## config.mk

```make
export PLATFORM = sky130hd
export DESIGN_NAME = mem_subsys_top
export DESIGN_NICKNAME = d
export VERILOG_FILES = /design/src/logic/bus_pkg.sv /design/src/logic/axi_rd_if.sv /design/src/logic/clint_timer.sv /design/src/logic/bus_arbiter.sv /design/src/logic/mem_subsys_top.sv
export SDC_FILE = /design/constraint.sdc
export NUM_CORES = 1
export LEC_CHECK = 0
export BUFFER_PORTS_ARGS = -buffer_cell sky130_fd_sc_hd__buf_2
export CORE_AREA = 2 2 146 148
export DETAILED_ROUTE_END_ITERATION = 6
export DIE_AREA = 0 0 148 150
export GPL_TIMING_DRIVEN = 0
export MAX_ROUTING_LAYER = met4
export PLACE_DENSITY = 0.63
export SYNTH_ARGS = -nofsm -noshare
export SYNTH_HDL_FRONTEND = slang
export SYNTH_HIERARCHICAL = 1
export SYNTH_SLANG_ARGS = --single-unit
```

## constraint.sdc

```tcl
create_clock -name clock -period 2.44 [get_ports clock]
set_input_delay 0.488 -clock clock [delete_from_list [all_inputs] [get_ports clock]]
set_output_delay 0.488 -clock clock [all_outputs]
set_load 0.03 [all_outputs]
```

## src/logic/bus_pkg.sv

```systemverilog
package bus_pkg;

  localparam int addr_w = 32;
  localparam int data_w = 32;
  localparam int strb_w = 4;
  localparam int size_w = 3;

  typedef logic [1:0] resp_t;

  localparam resp_t resp_okay   = 2'd0;
  localparam resp_t resp_slverr = 2'd2;

  // 32-bit access, used for every fetch
  localparam logic [size_w-1:0] size_word = 3'd2;

  // mtime word addresses
  localparam logic [addr_w-1:0] clint_mtime_lo = 32'h0200_0048;
  localparam logic [addr_w-1:0] clint_mtime_hi = 32'h0200_004c;

  typedef enum logic [1:0] {
    own_none,
    own_fetch,
    own_lsu
  } grant_t;

endpackage

```

## src/logic/axi_rd_if.sv

```systemverilog
interface axi_rd_if;
  import bus_pkg::*;

  logic [addr_w-1:0] araddr;
  logic              arvalid;
  logic              arready;

  logic [data_w-1:0] rdata;
  resp_t             rresp;
  logic              rvalid;
  logic              rready;

  modport mst (
    output araddr,
    output arvalid,
    input  arready,
    input  rdata,
    input  rresp,
    input  rvalid,
    output rready
  );

  modport slv (
    input  araddr,
    input  arvalid,
    output arready,
    output rdata,
    output rresp,
    output rvalid,
    input  rready
  );

endinterface

```

## src/logic/clint_timer.sv

```systemverilog
module clint_timer (
  input  logic  clock,
  input  logic  arst_n,
  axi_rd_if.slv rd
);
  import bus_pkg::*;

  logic [63:0]       mtime_q;
  logic              rvalid_q;
  logic [data_w-1:0] rdata_q;
  resp_t             rresp_q;
  logic              ar_hs;

  assign ar_hs = rd.arvalid && rd.arready;

  always_ff @(posedge clock or negedge arst_n) begin
    if (!arst_n) begin
      mtime_q <= '0;
    end else begin
      mtime_q <= mtime_q + 64'd1; // free running
    end
  end

  always_ff @(posedge clock or negedge arst_n) begin
    if (!arst_n) begin
      rvalid_q <= 1'b0;
    end else if (ar_hs) begin
      rvalid_q <= 1'b1;
    end else if (rd.rready) begin
      rvalid_q <= 1'b0;
    end
  end

  // sample the selected word at the address handshake
  always_ff @(posedge clock) begin
    if (ar_hs) begin
      if (rd.araddr == clint_mtime_lo) begin
        rdata_q <= mtime_q[31:0];
        rresp_q <= resp_okay;
      end else if (rd.araddr == clint_mtime_hi) begin
        rdata_q <= mtime_q[63:32];
        rresp_q <= resp_okay;
      end else begin
        rdata_q <= '0;
        rresp_q <= resp_slverr; // unmapped
      end
    end
  end

  assign rd.arready = !rvalid_q;
  assign rd.rvalid  = rvalid_q;
  assign rd.rdata   = rdata_q;
  assign rd.rresp   = rresp_q;

endmodule

```

## src/logic/bus_arbiter.sv

```systemverilog
module bus_arbiter (
  input  logic                        clock,
  input  logic                        arst_n,

  input  logic [bus_pkg::addr_w-1:0] fetch_araddr,
  input  logic                        fetch_arvalid,
  output logic                        fetch_arready,
  input  logic                        fetch_rready,
  output logic [bus_pkg::data_w-1:0] fetch_rdata,
  output bus_pkg::resp_t              fetch_rresp,
  output logic                        fetch_rvalid,

  input  logic [bus_pkg::addr_w-1:0] lsu_araddr,
  input  logic [bus_pkg::size_w-1:0] lsu_arsize,
  input  logic                        lsu_arvalid,
  output logic                        lsu_arready,
  input  logic                        lsu_rready,
  output logic [bus_pkg::data_w-1:0] lsu_rdata,
  output bus_pkg::resp_t              lsu_rresp,
  output logic                        lsu_rvalid,

  input  logic [bus_pkg::addr_w-1:0] lsu_awaddr,
  input  logic [bus_pkg::size_w-1:0] lsu_awsize,
  input  logic                        lsu_awvalid,
  output logic                        lsu_awready,
  input  logic [bus_pkg::data_w-1:0] lsu_wdata,
  input  logic [bus_pkg::strb_w-1:0] lsu_wstrb,
  input  logic                        lsu_wvalid,
  output logic                        lsu_wready,
  input  logic                        lsu_bready,
  output bus_pkg::resp_t              lsu_bresp,
  output logic                        lsu_bvalid,

  output logic [bus_pkg::addr_w-1:0] m_araddr,
  output logic [bus_pkg::size_w-1:0] m_arsize,
  output logic                        m_arvalid,
  input  logic                        m_arready,
  input  logic [bus_pkg::data_w-1:0] m_rdata,
  input  bus_pkg::resp_t              m_rresp,
  input  logic                        m_rvalid,
  output logic                        m_rready,
  output logic [bus_pkg::addr_w-1:0] m_awaddr,
  output logic [bus_pkg::size_w-1:0] m_awsize,
  output logic                        m_awvalid,
  input  logic                        m_awready,
  output logic [bus_pkg::data_w-1:0] m_wdata,
  output logic [bus_pkg::strb_w-1:0] m_wstrb,
  output logic                        m_wvalid,
  input  logic                        m_wready,
  input  bus_pkg::resp_t              m_bresp,
  input  logic                        m_bvalid,
  output logic                        m_bready,

  axi_rd_if.mst                       clint_rd
);
  import bus_pkg::*;

  grant_t grant_q;
  grant_t winner;
  grant_t ar_sel_q;
  logic   ar_lock_q;
  logic   clint_pend_q;
  logic   is_clint;
  logic   ar_free;
  logic   fetch_sel;
  logic   lsu_sel;

  assign is_clint = (lsu_araddr == clint_mtime_lo) || (lsu_araddr == clint_mtime_hi);
  assign ar_free  = (grant_q == own_none);

  // keep a stalled request on the same master until it is accepted
  assign winner    = ar_lock_q ? ar_sel_q : (fetch_arvalid ? own_fetch : own_lsu);
  assign fetch_sel = ar_free && (winner == own_fetch) && fetch_arvalid;
  assign lsu_sel   = ar_free && (winner == own_lsu) && lsu_arvalid && !is_clint;

  assign m_arvalid = fetch_sel || lsu_sel;
  assign m_araddr  = (winner == own_fetch) ? fetch_araddr : lsu_araddr;
  assign m_arsize  = (winner == own_fetch) ? size_word : lsu_arsize;

  assign fetch_arready = fetch_sel && m_arready;
  assign lsu_arready   = is_clint ? clint_rd.arready : (lsu_sel && m_arready);

  assign clint_rd.araddr  = lsu_araddr;
  assign clint_rd.arvalid = lsu_arvalid && is_clint;
  assign clint_rd.rready  = clint_pend_q && lsu_rready;

  // responses follow the owner, not the current address
  assign m_rready = (grant_q == own_fetch) ? fetch_rready :
                    (grant_q == own_lsu)   ? lsu_rready   : 1'b0;

  assign fetch_rvalid = (grant_q == own_fetch) && m_rvalid;
  assign fetch_rdata  = m_rdata;
  assign fetch_rresp  = m_rresp;

  assign lsu_rvalid = clint_pend_q ? clint_rd.rvalid : ((grant_q == own_lsu) && m_rvalid);
  assign lsu_rdata  = clint_pend_q ? clint_rd.rdata : m_rdata;
  assign lsu_rresp  = clint_pend_q ? clint_rd.rresp : m_rresp;

  always_ff @(posedge clock or negedge arst_n) begin
    if (!arst_n) begin
      grant_q <= own_none;
    end else if (m_arvalid && m_arready) begin
      grant_q <= winner;
    end else if (m_rvalid && m_rready) begin
      grant_q <= own_none;
    end
  end

  always_ff @(posedge clock or negedge arst_n) begin
    if (!arst_n) begin
      ar_lock_q <= 1'b0;
      ar_sel_q  <= own_none;
    end else begin
      ar_lock_q <= m_arvalid && !m_arready;
      if (m_arvalid) ar_sel_q <= winner;
    end
  end

  always_ff @(posedge clock or negedge arst_n) begin
    if (!arst_n) begin
      clint_pend_q <= 1'b0;
    end else if (clint_rd.arvalid && clint_rd.arready) begin
      clint_pend_q <= 1'b1;
    end else if (clint_pend_q && lsu_rvalid && lsu_rready) begin
      clint_pend_q <= 1'b0;
    end
  end

  // write path, no latency
  assign m_awaddr    = lsu_awaddr;
  assign m_awsize    = lsu_awsize;
  assign m_awvalid   = lsu_awvalid;
  assign lsu_awready = m_awready;
  assign m_wdata     = lsu_wdata;
  assign m_wstrb     = lsu_wstrb;
  assign m_wvalid    = lsu_wvalid;
  assign lsu_wready  = m_wready;
  assign lsu_bresp   = m_bresp;
  assign lsu_bvalid  = m_bvalid;
  assign m_bready    = lsu_bready;

endmodule

```

## src/logic/mem_subsys_top.sv

```systemverilog
module mem_subsys_top (
  input  logic                        clock,
  input  logic                        arst_n,

  input  logic [bus_pkg::addr_w-1:0] fetch_araddr,
  input  logic                        fetch_arvalid,
  output logic                        fetch_arready,
  input  logic                        fetch_rready,
  output logic [bus_pkg::data_w-1:0] fetch_rdata,
  output bus_pkg::resp_t              fetch_rresp,
  output logic                        fetch_rvalid,

  input  logic [bus_pkg::addr_w-1:0] lsu_araddr,
  input  logic [bus_pkg::size_w-1:0] lsu_arsize,
  input  logic                        lsu_arvalid,
  output logic                        lsu_arready,
  input  logic                        lsu_rready,
  output logic [bus_pkg::data_w-1:0] lsu_rdata,
  output bus_pkg::resp_t              lsu_rresp,
  output logic                        lsu_rvalid,

  input  logic [bus_pkg::addr_w-1:0] lsu_awaddr,
  input  logic [bus_pkg::size_w-1:0] lsu_awsize,
  input  logic                        lsu_awvalid,
  output logic                        lsu_awready,
  input  logic [bus_pkg::data_w-1:0] lsu_wdata,
  input  logic [bus_pkg::strb_w-1:0] lsu_wstrb,
  input  logic                        lsu_wvalid,
  output logic                        lsu_wready,
  input  logic                        lsu_bready,
  output bus_pkg::resp_t              lsu_bresp,
  output logic                        lsu_bvalid,

  output logic [bus_pkg::addr_w-1:0] m_araddr,
  output logic [bus_pkg::size_w-1:0] m_arsize,
  output logic                        m_arvalid,
  input  logic                        m_arready,
  input  logic [bus_pkg::data_w-1:0] m_rdata,
  input  bus_pkg::resp_t              m_rresp,
  input  logic                        m_rvalid,
  output logic                        m_rready,
  output logic [bus_pkg::addr_w-1:0] m_awaddr,
  output logic [bus_pkg::size_w-1:0] m_awsize,
  output logic                        m_awvalid,
  input  logic                        m_awready,
  output logic [bus_pkg::data_w-1:0] m_wdata,
  output logic [bus_pkg::strb_w-1:0] m_wstrb,
  output logic                        m_wvalid,
  input  logic                        m_wready,
  input  bus_pkg::resp_t              m_bresp,
  input  logic                        m_bvalid,
  output logic                        m_bready
);

  axi_rd_if lsu_clint_rd (); // port 1 reads of mtime

  // port names match the arbiter one to one
  bus_arbiter arb0 (
    .clint_rd (lsu_clint_rd.mst),
    .*
  );

  clint_timer clint0 (
    .clock  (clock),
    .arst_n (arst_n),
    .rd     (lsu_clint_rd.slv)
  );

endmodule

```

==> results.py, run 1 <==
metrics = {
    "setup_path": {
        "worstPathMaxFanout": 10,
        "rr_startpoint": "clint0/mtime_q[2]$_DFF_PN0_",
        "ff2ff_setup_slack_ns": 0.21,
        "worstPathCellList": "mux2i_4, buf_4, buf_12, mux2_2, clkbuf_4",
        "timing.rr.end": "clint0/mtime_q[53]$_DFF_PN0_",
        "crit_path_start_kind": "flop",
        "cpPeakStageDelay_ns": 0.44,
        "rr_worst_depth": 5,
        "cp_data_required_time_ns": 1.95,
        "crit_type": "flop to primary output",
        "end_kind": "primary output",
        "arrival_ns": 1.90,
        "cp_slowest_cell": "dfrtp_1",
    },
    "clock_tree": {
        "cts-htree-levels": 3,
        "numCtsBuffers": 9,
        "tritoncts": "yes",
        "worstSkewPairLatency_ns": 0.35,
        "root_buffer": "clkbuf_16",
        "cts_buffer_depth": 2,
        "clk_pin_slew_worst_paths_ns": 0.06,
        "cts.sinks": 104,
    },
    "sta": {
        "hold_violations": 0,
        "max_slew.worst_pin.slew_ns": 0.748,
        "drv_slew": 0,
        "rsz0062_at_grt": "true",
        "setup_viol": 0,
        "clock-skew-final_ns": 0.00817,
        "slew_headroom_pct": 50.1,
        "fmax_mhz": 418,
        "fin_tns_setup_ns": 0,
        "min_period_ns": 2.39,
        "fin_ws_ns": 0.0499,
        "finalCritPeriodShare_pct": 98.0,
    },
    "floorplanning": {
        "die_height_um": 150,
        "core-area_um2": 20700,
        "die_x_um": 148,
        "die_area_um2": 22200,
        "ios": 376,
        "fp-row-count": 53,
        "initial_core_util_pct": 33.7,
    },
    "yosys": {
        "ys_warn_count": 6,
        "synth_edf_count": 33,
        "synth_commonest_cells": "buf_4, dfrtp_1, mux2_2",
        "syn_avg_cell_area_um2": 10.5,
        "seq_area_frac_synth_pct": 39.7,
        "async_reset_ff_share_pct": 68.3,
        "synthesis.nets": 851,
        "synth_top_area_share_pct": 25.5,
        "synthDistinctLibCells": 48,
        "synth_seq_cells": 104,
        "syn_area_um2": 6970,
        "synth_area_leader_cell": "dfrtp_1",
        "yosys-top-cells-area": "dfrtp_1, buf_4, edfxtp_1",
        "syn-instance-count": 662,
        "synthFlopType": "dfrtp_1",
        "yosysMostFrequentCell": "buf_4",
    },
    "worst_hold_path": {
        "hold_start": "m_arready",
        "holdPathStages": 2,
        "hold_path.class": "input port to flop",
        "whs_endpoint": "arb0/ar_lock_q$_DFF_PN0_",
    },
    "global_routing": {
        "grt_start_max_net_pins": 62,
        "track_usage_pct": 19.8,
        "grt_pass1_vias": 5569,
        "overflow": 0,
        "grt_pass1_wl_mm": 32.1,
        "antenna_found_initial": 2,
    },
    "power": {
        "ir_drop_mv": 0.315,
        "power_frac_seq_pct": 38.7,
        "switching_share_pct": 33.9,
        "combPwrFrac_pct": 34.3,
        "p_clk_share_pct": 27.0,
        "p_sw_w": 0.00163,
        "internal-power_w": 0.00318,
        "powerDensity_nw_per_um2": 522,
        "p_leak_nw": 4.64,
    },
    "route": {
        "routedWlPerCell_um": 17.7,
        "vias": 5699,
        "ant_nets": 0,
        "viasPerCell": 4.52,
        "dr.pass1.iters": 4,
        "route.detailed.drc": 0,
        "drtIter0Drc": 318,
        "totalWireLength_mm": 22.3,
    },
    "final_layout": {
        "final_area_um2": 9230,
        "drive_gt1_share_pct": 58.0,
        "areaGrowthSynthToFinish_pct": 32.5,
        "finalCoreUtilization_pct": 44.6,
        "fin_nets": 1169,
    },
    "flow_run": {
        "maxCapViolations": 0,
    },
    "placement": {
        "post-place-ws_ns": -0.422,
        "place_area_um2": 8830,
        "numPortBuffers": 296,
        "place.gp.congestion": 0.883,
        "dp_hpwl_mm": 18.1,
    },
    "run_status": {
        "outcome": "finished, final reports clean",
    },
}
## stage by stage
stage | cells | hold slack, ns | power, W
final | 1262 | 0.311 | 0.00482
after global routing | 1262 | 0.305 | 0.00501
after CTS | 1257 | 0.298 | 0.00482
after detailed placement | 1234 | 0.351 | 0.00348
after global placement | 1233 | 0.459 | 0.00347
after floorplan | 662 | 0.192 | 0.00297
## kinds of logic after synthesis
logic type / Yosys count / synth area share [%]
AND/OR/NAND/NOR: 210 / 17.6
buffers and inverters: 173 / 17.7
flip-flops: 104 / 39.7
multiplexers: 99 / 15.6
XOR/XNOR: 62 / 7.80
AO/OA/AOI/OAI: 12 / 1.33
adder cells (fa/ha/maj): 1 / 0.180
other: 1 / 0.0538
## what timing repair did
action                     4_1_cts  5_1_grt
buffers inserted                 4        3
pin swaps                        0        2
gates resized for setup          3       15
hold buffers                     1        0
cloned                           2        0
setup endpoints to repair       60       48
hold endpoints to repair        10        0
## worst max path at each step
stage | endpoint | slack, ns | startpoint | cells after the start
final | m_araddr[28] | 0.05 | arb0/ar_lock_q$_DFF_PN0_ | 5
after global routing | m_araddr[28] | -0.02 | arb0/ar_sel_q[0]$_DFFE_PN0N_ | 6
after detailed placement | clint0/rd.rdata[14]$_DFFE_PP_ | -0.42 | lsu_araddr[14] | 6
after floorplan | clint0/rd.rdata[0]$_DFFE_PP_ | 0.29 | lsu_araddr[10] | 5
after global placement | clint0/rd.rdata[14]$_DFFE_PP_ | -0.38 | lsu_araddr[14] | 6
after CTS | m_araddr[30] | 0.02 | arb0/ar_sel_q[0]$_DFFE_PN0N_ | 6
## sequential cells by signal, summed over array words and instances (netlist names)
| name | cells |
|---|---|
| arb0/ar_lock_q | 1 |
| clint0/mtime_q | 64 |
| clint0/rd.rresp | 1 |
| arb0/clint_pend_q | 1 |
| arb0/grant_q | 2 |
| clint0/rd.rvalid | 1 |
| arb0/ar_sel_q | 2 |
| clint0/rd.rdata | 32 |
## layer usage
| metal | wire, um | track usage (%) | part of all wire, % | up-vias |
|---|---|---|---|---|
| met5 | 0 | - | 0 | - |
| met4 | 297 | 5.33 | 1.3 | 0 |
| met3 | 1530 | 5.00 | 6.8 | 15 |
| met2 | 10600 | 31.7 | 48 | 178 |
| met1 | 9850 | 25.1 | 44 | 2719 |
| li1 | - | - | - | 2787 |
## worst max-delay path: cells and delay by family, from the launching register on
family	cells	cell delay, ns
DFF	1	0.44
muxes	2	0.63
buffers and inverters	3	0.48
## power groups by stage
| stage | Combinational, W | Sequential [W] | Clock (W) |
|---|---|---|---|
| 3_5_place_dp | 0.00158 | 0.00190 | 0 |
| 2_1_floorplan | 0.00108 | 0.00189 | 0 |
| 3_3_place_gp | 0.00157 | 0.00190 | 0 |
| 5_1_grt | 0.00174 | 0.00187 | 0.00140 |
| 4_1_cts | 0.00162 | 0.00187 | 0.00133 |
| 6_report | 0.00165 | 0.00187 | 0.00130 |
## final cells by class
| type | instances | area [um2] |
|---|---|---|
| Antenna cell | 2 | 5.00 |
| Buffer | 162 | 1200 |
| Clock buffer | 12 | 236 |
| Clock inverter | 4 | 22.5 |
| Fill cell | 2003 | 11500 |
| Inverter | 11 | 41.3 |
| Multi-Input combinational cell | 386 | 3020 |
| Sequential cell | 104 | 2770 |
| Tap cell | 275 | 344 |
| Timing Repair Buffer | 306 | 1600 |
## placed cells by master, fill, tap and decap left out, types with 2 or more instances in the layout
cell / instances
nor4_1: 9
o21ai_0: 3
buf_6: 4
buf_4: 156
nand4_2: 4
buf_1: 3
nand3b_1: 3
clkbuf_4: 3
inv_1: 11
and3_1: 7
nand3_2: 2
nor3_1: 10
and4_1: 4
nor4_4: 2
clkinv_2: 3
nand4_1: 17
edfxtp_1: 33
nor3_2: 10
mux2_4: 2
dfrtp_1: 71
clkbuf_1: 8
and2_1: 6
nor2_1: 60
nor4b_2: 3
mux2i_1: 32
buf_2: 294
nand3_1: 21
nand2_1: 36
xnor2_1: 25
nor4b_1: 3
diode_2: 2
xor2_1: 37
clkbuf_16: 9
o2bb2ai_1: 2
nor4_2: 4
mux2_2: 64
nor2b_4: 2
Note: power is estimated with default switching activity, not from simulation.
==> run 2: changes to the inputs <==
- CORE_AREA: 2 2 146 148 -> unset
- CORE_UTILIZATION: unset -> 24
- DIE_AREA: 0 0 148 150 -> unset
- PLACE_DENSITY: 0.63 -> 0.47
==> run 2 against run 1 <==
  * Sequential cell count did not move
  * Sequential share of layout area fell by 0.25 points
  * First-iteration DRC count fell by 33%
  * Sequential power barely moved
  * Setup slack got worse by 0.012 ns
  * Die area rose by 34%
  * Worst hold slack got worse by 0.27 ns
  * Clock skew rose by 0.00054 ns
  * Fmax fell by 0.50%
  * Core utilization fell by 12 points
  * Register-to-register slack improved by 0.02 ns
  * Clock power rose by 8%
  * Critical endpoint is now m_araddr[6]
  * Largest cell class unchanged
  * Highest routed layer unchanged
==> results.py, run 2 (synthesis gave the netlist of run 1 again) <==
metrics = {
    "run_status": {
        "outcome": "finished, final reports clean",
    },
    "sta": {
        "min_period_ns": 2.40,
        "fmax_mhz": 416,
        "max_slew.worst_pin.slew_ns": 0.799,
        "clock-skew-final_ns": 0.00871,
        "finalCritPeriodShare_pct": 98.4,
        "drv_slew": 0,
        "fin_ws_ns": 0.0379,
        "slew_headroom_pct": 46.7,
        "setup_viol": 0,
        "hold_violations": 0,
        "rsz0062_at_grt": "true",
        "fin_tns_setup_ns": 0,
    },
    "power": {
        "switching_share_pct": 33.8,
        "power_frac_seq_pct": 38.5,
        "powerDensity_nw_per_um2": 522,
        "internal-power_w": 0.00322,
        "p_sw_w": 0.00164,
        "ir_drop_mv": 0.232,
        "combPwrFrac_pct": 32.5,
        "p_clk_share_pct": 29.1,
        "p_leak_nw": 4.61,
    },
    "setup_path": {
        "crit_type": "flop to primary output",
        "crit_path_start_kind": "flop",
        "worstPathMaxFanout": 10,
        "cp_data_required_time_ns": 1.95,
        "end_kind": "primary output",
        "arrival_ns": 1.91,
    },
    "clock_tree": {
        "cts.sinks": 104,
        "root_buffer": "clkbuf_16",
        "cts_buffer_depth": 2,
        "tritoncts": "yes",
        "hold_buffers": 0,
        "worstSkewPairLatency_ns": 0.36,
        "numCtsBuffers": 9,
        "cts-htree-levels": 3,
        "clk_pin_slew_worst_paths_ns": 0.07,
    },
    "flow_run": {
        "maxCapViolations": 0,
    },
    "global_routing": {
        "track_usage_pct": 14.9,
        "overflow": 0,
        "grt_start_max_net_pins": 49,
        "grt_pass1_wl_mm": 31.5,
        "antenna_found_initial": 0,
        "grt_pass1_vias": 5326,
    },
    "floorplanning": {
        "initial_core_util_pct": 24.3,
        "die_area_um2": 29700,
        "ios": 376,
        "fp-row-count": 62,
        "core-area_um2": 28600,
        "die_height_um": 172,
        "die_x_um": 172,
    },
    "route": {
        "routedWlPerCell_um": 16.3,
        "vias": 5615,
        "totalWireLength_mm": 22.3,
        "drtIter0Drc": 214,
        "ant_nets": 0,
        "route.detailed.drc": 0,
        "viasPerCell": 4.12,
        "dr.pass1.iters": 7,
    },
    "final_layout": {
        "mostFrequentLayoutCell": "buf_2",
        "final_cell_mix": "buf_2, buf_4, dfrtp_1",
        "n_fill_cell": 3012,
        "antennaDiodeCount": 0,
        "areaGrowthSynthToFinish_pct": 33.7,
        "fin_nets": 1163,
        "largest_reg_flops": 64,
        "seqCellArea_um2": 2770,
        "finalCoreUtilization_pct": 32.5,
        "fin_cells": 1363,
        "drive_gt1_share_pct": 58.1,
        "largest-register": "clint0/mtime_q",
        "multi_input_area_um2": 3010,
    },
    "placement": {
        "numPortBuffers": 296,
        "post-place-ws_ns": -0.447,
        "dp_cells": 1343,
        "dp_hpwl_mm": 18.1,
        "place.gp.congestion": 0.766,
    },
    "worst_hold_path": {
        "hold_path.class": "input port to async pin",
    },
}
run 2: changes by cell type in the layout (fill, tap and decap cells not counted), sizes merged:
cell and change:
dlygate4sd3 -1, buf -4, clkinvlp -1, diode -2
run 2: timing repair:
item	4_1_cts	5_1_grt
resized for setup	2	6
buffers inserted	1	2
endpoints found under the setup margin	70	44
gates cloned	1	0
pin swaps	0	2
run 2: area by class of cell:
type,instances,share of cell area [%]
tap,384,5.16
timing repair buffer,300,16.5
inverter,11,0.443
multi-input combinational,386,32.3
buffer,162,12.9
sequential,104,29.7
clock inverter,3,0.161
clock buffer,13,2.90
run 2: path summary, 6_finish.rpt:
path | startpoint | end | slack (ns) | depth (start not counted)
worst max-delay path | arb0/ar_sel_q[0]$_DFFE_PN0N_ | m_araddr[6] | 0.04 | 5
worst min-delay path | arst_n | clint0/mtime_q[18]$_DFF_PN0_ | 0.04 | 1
worst max register to register | clint0/mtime_q[0]$_DFF_PN0_ | clint0/mtime_q[58]$_DFF_PN0_ | 0.23 | 7
worst min register to register | clint0/mtime_q[63]$_DFF_PN0_ | clint0/mtime_q[63]$_DFF_PN0_ | 0.47 | 1
max in group asynchronous | arst_n | arb0/ar_lock_q$_DFF_PN0_ | 1.83 | 2
min in group clock | m_arready | arb0/ar_lock_q$_DFF_PN0_ | 0.28 | 2
run 2: critical path, cell delays in order (launching register included):
cell and delay (ns):
dfrtp_1 0.39, nor2b_1 0.17, mux2i_4 0.22, buf_6 0.20, mux2_2 0.39, buf_2 0.19
run 2: metrics by stage:
stage / instance area, um2 / hold slack [ns] / total power, W
finish: 9310 / 0.0432 / 0.00486
global route: 9310 / 0.0595 / 0.00508
CTS: 9270 / 0.0487 / 0.00492
detailed placement: 8960 / 0.432 / 0.00349
global placement: 8930 / 0.456 / 0.00347
floorplan: 6970 / 0.192 / 0.00297
run 2: power by group through the flow:
stage	sequential, W	combinational (W)	clock (W)
floorplan	0.00189	0.00108	0
global placement	0.00190	0.00157	0
detailed placement	0.00190	0.00159	0
CTS	0.00187	0.00160	0.00146
global route	0.00188	0.00168	0.00152
finish	0.00187	0.00158	0.00141
run 2: layer usage:
metal,GRT usage [%],vias up,wire (um)
li1,-,2775,-
met1,18.0,2638,9480
met2,25.2,184,11200
met3,2.43,18,1230
met4,4.81,0,377
met5,-,-,0
==> run 3: changes to the inputs <==
- SETUP_SLACK_MARGIN: unset -> 0.1
==> run 3 against run 2 <==
  * Non-clock buffer count increased by 10
  * Total power increased by 7.2%
  * Critical endpoint is now m_araddr[4]
  * Design area increased by 5.3%
  * Clock skew increased by 0.00090 ns
  * Die area unchanged
  * Wire length increased by 2.5%
  * Combinational power increased by 22%
  * Clock-buffer cell count unchanged
  * Cell count increased by 0.73%
  * Fmax increased by 0.71%
  * First-iteration DRC count decreased by 16%
==> results.py, run 3 (synthesis gave the netlist of run 1 again) <==
metrics = {
    "run_status": {
        "outcome": "finished, final reports clean",
    },
    "route": {
        "ant_nets": 0,
        "drtIter0Drc": 179,
        "viasPerCell": 4.14,
        "totalWireLength_mm": 22.8,
        "dr.pass1.iters": 4,
        "vias": 5689,
        "route.detailed.drc": 0,
        "routedWlPerCell_um": 16.6,
    },
    "setup_path": {
        "crit_buf_inv": 3,
        "ff2ff_setup_slack_ns": 0.25,
        "path_depth": 6,
        "startpoint": "arb0/ar_sel_q[0]$_DFFE_PN0N_",
        "timing.rr.end": "clint0/mtime_q[58]$_DFF_PN0_",
        "cpPeakStageDelay_ns": 0.39,
        "crit_type": "flop to primary output",
        "crit_path_start_kind": "flop",
        "end_kind": "primary output",
        "rr_startpoint": "clint0/mtime_q[0]$_DFF_PN0_",
        "cpLargestDelayFamily": "multiplexers",
        "rr_worst_depth": 8,
        "cp_common_cell": "buf_8",
        "worstPathCellList": "nor2b_4, mux2i_4, buf_6, buf_8, mux2_4, buf_8",
        "arrival_ns": 1.90,
        "worstPathMaxFanout": 6,
        "cp_data_required_time_ns": 1.95,
        "cp_slowest_cell": "dfrtp_1",
    },
    "placement": {
        "place.gp.congestion": 0.766,
        "numPortBuffers": 296,
        "post-place-ws_ns": -0.447,
        "dp_hpwl_mm": 18.1,
        "place_area_um2": 8960,
    },
    "final_layout": {
        "largest_reg_flops": 64,
        "final_cell_mix": "buf_2, buf_4, dfrtp_1",
        "largest-register": "clint0/mtime_q",
        "areaGrowthSynthToFinish_pct": 40.8,
        "n_fill_cell": 2960,
        "fin_nets": 1173,
        "mostFrequentLayoutCell": "buf_2",
        "antennaDiodeCount": 0,
        "final_area_um2": 9810,
        "drive_gt1_share_pct": 58.9,
    },
    "sta": {
        "drv_slew": 0,
        "fmax_mhz": 419,
        "finalCritPeriodShare_pct": 97.8,
        "fin_ws_ns": 0.0548,
        "slew_headroom_pct": 46.7,
        "fin_tns_setup_ns": 0,
        "clock-skew-final_ns": 0.00961,
        "max_slew.worst_pin.slew_ns": 0.800,
        "min_period_ns": 2.39,
        "rsz0062_at_grt": "true",
        "hold_violations": 0,
        "setup_viol": 0,
    },
    "clock_tree": {
        "hold_buffers": 0,
        "cts.sinks": 104,
        "numCtsBuffers": 9,
        "root_buffer": "clkbuf_16",
        "clk_pin_slew_worst_paths_ns": 0.07,
        "worstSkewPairLatency_ns": 0.35,
        "cts-htree-levels": 3,
        "tritoncts": "yes",
        "cts_buffer_depth": 2,
    },
    "power": {
        "p_leak_nw": 4.90,
        "ir_drop_mv": 0.232,
        "powerDensity_nw_per_um2": 531,
    },
    "floorplanning": {
        "ios": 376,
        "fp-row-count": 62,
        "initial_core_util_pct": 24.3,
        "die_height_um": 172,
        "die_x_um": 172,
        "core-area_um2": 28600,
        "die_area_um2": 29700,
    },
    "global_routing": {
        "antenna_found_initial": 0,
        "grt_pass1_vias": 5409,
        "overflow": 0,
        "grt_pass1_wl_mm": 32.1,
        "grt_start_max_net_pins": 49,
        "track_usage_pct": 15.2,
    },
    "flow_run": {
        "maxCapViolations": 0,
    },
    "worst_hold_path": {
        "hold_path.class": "input port to async pin",
    },
}
-- run 3: cell count changes in the layout (fill, tap and decap cells not counted), sizes merged --
cell,previous run,this run
buf,455,465
-- run 3: area by class of cell --
| type | count | area, um2 | share of cell area, % |
|---|---|---|---|
| Timing Repair Buffer | 310 | 1890 | 19.2 |
| Sequential cell | 104 | 2770 | 28.2 |
| Multi-Input combinational cell | 386 | 3140 | 32.1 |
| Clock buffer | 13 | 270 | 2.76 |
| Tap cell | 384 | 480 | 4.90 |
| Inverter | 11 | 41.3 | 0.421 |
| Buffer | 162 | 1200 | 12.3 |
| Clock inverter | 3 | 15.0 | 0.153 |
-- run 3: power breakdown --
part	switching [W]	internal, W
Combinational	0.00105	0.000881
Sequential	0.0000445	0.00183
Clock	0.000636	0.000772
-- run 3: worst max path at each step --
stage | end | slack, ns
after detailed placement | clint0/rd.rdata[15]$_DFFE_PP_ | -0.45
after global routing | m_araddr[26] | 0.001
after CTS | m_araddr[6] | 0.03
final | m_araddr[4] | 0.05
after global placement | clint0/rd.rdata[15]$_DFFE_PP_ | -0.40
after floorplan | clint0/rd.rdata[0]$_DFFE_PP_ | 0.29
-- run 3: what timing repair did --
action	CTS	global route
pin swaps	3	2
gates cloned	3	0
setup endpoints to repair	93	61
buffers inserted	9	2
gates resized for setup	91	48
-- run 3: worst reg2reg max path, delay by kind of cell, from the launching register on --
kind	cells	cell delay [ns]
AND/OR/NAND/NOR	4	0.99
flip-flops	1	0.42
buffers and inverters	2	0.34
adder cells (fa/ha/maj)	1	0.21
XOR/XNOR	1	0.15
-- run 3: stage by stage --
step	utilization, %	power (W)	instances	hold WS [ns]
final	34.3	0.00520	1373	0.0457
after global routing	34.3	0.00543	1373	0.0595
after CTS	33.7	0.00518	1371	0.0487
after detailed placement	31.3	0.00349	1343	0.432
after global placement	31.2	0.00347	1342	0.456
after floorplan	-	0.00297	662	0.192
-- run 3: routing by layer --
layer,global-route usage (%),up-vias,routed length (um)
li1,-,2796,-
met1,18.2,2709,9650
met2,26.3,173,11800
met3,2.43,11,1170
met4,4.19,0,194
met5,-,-,0
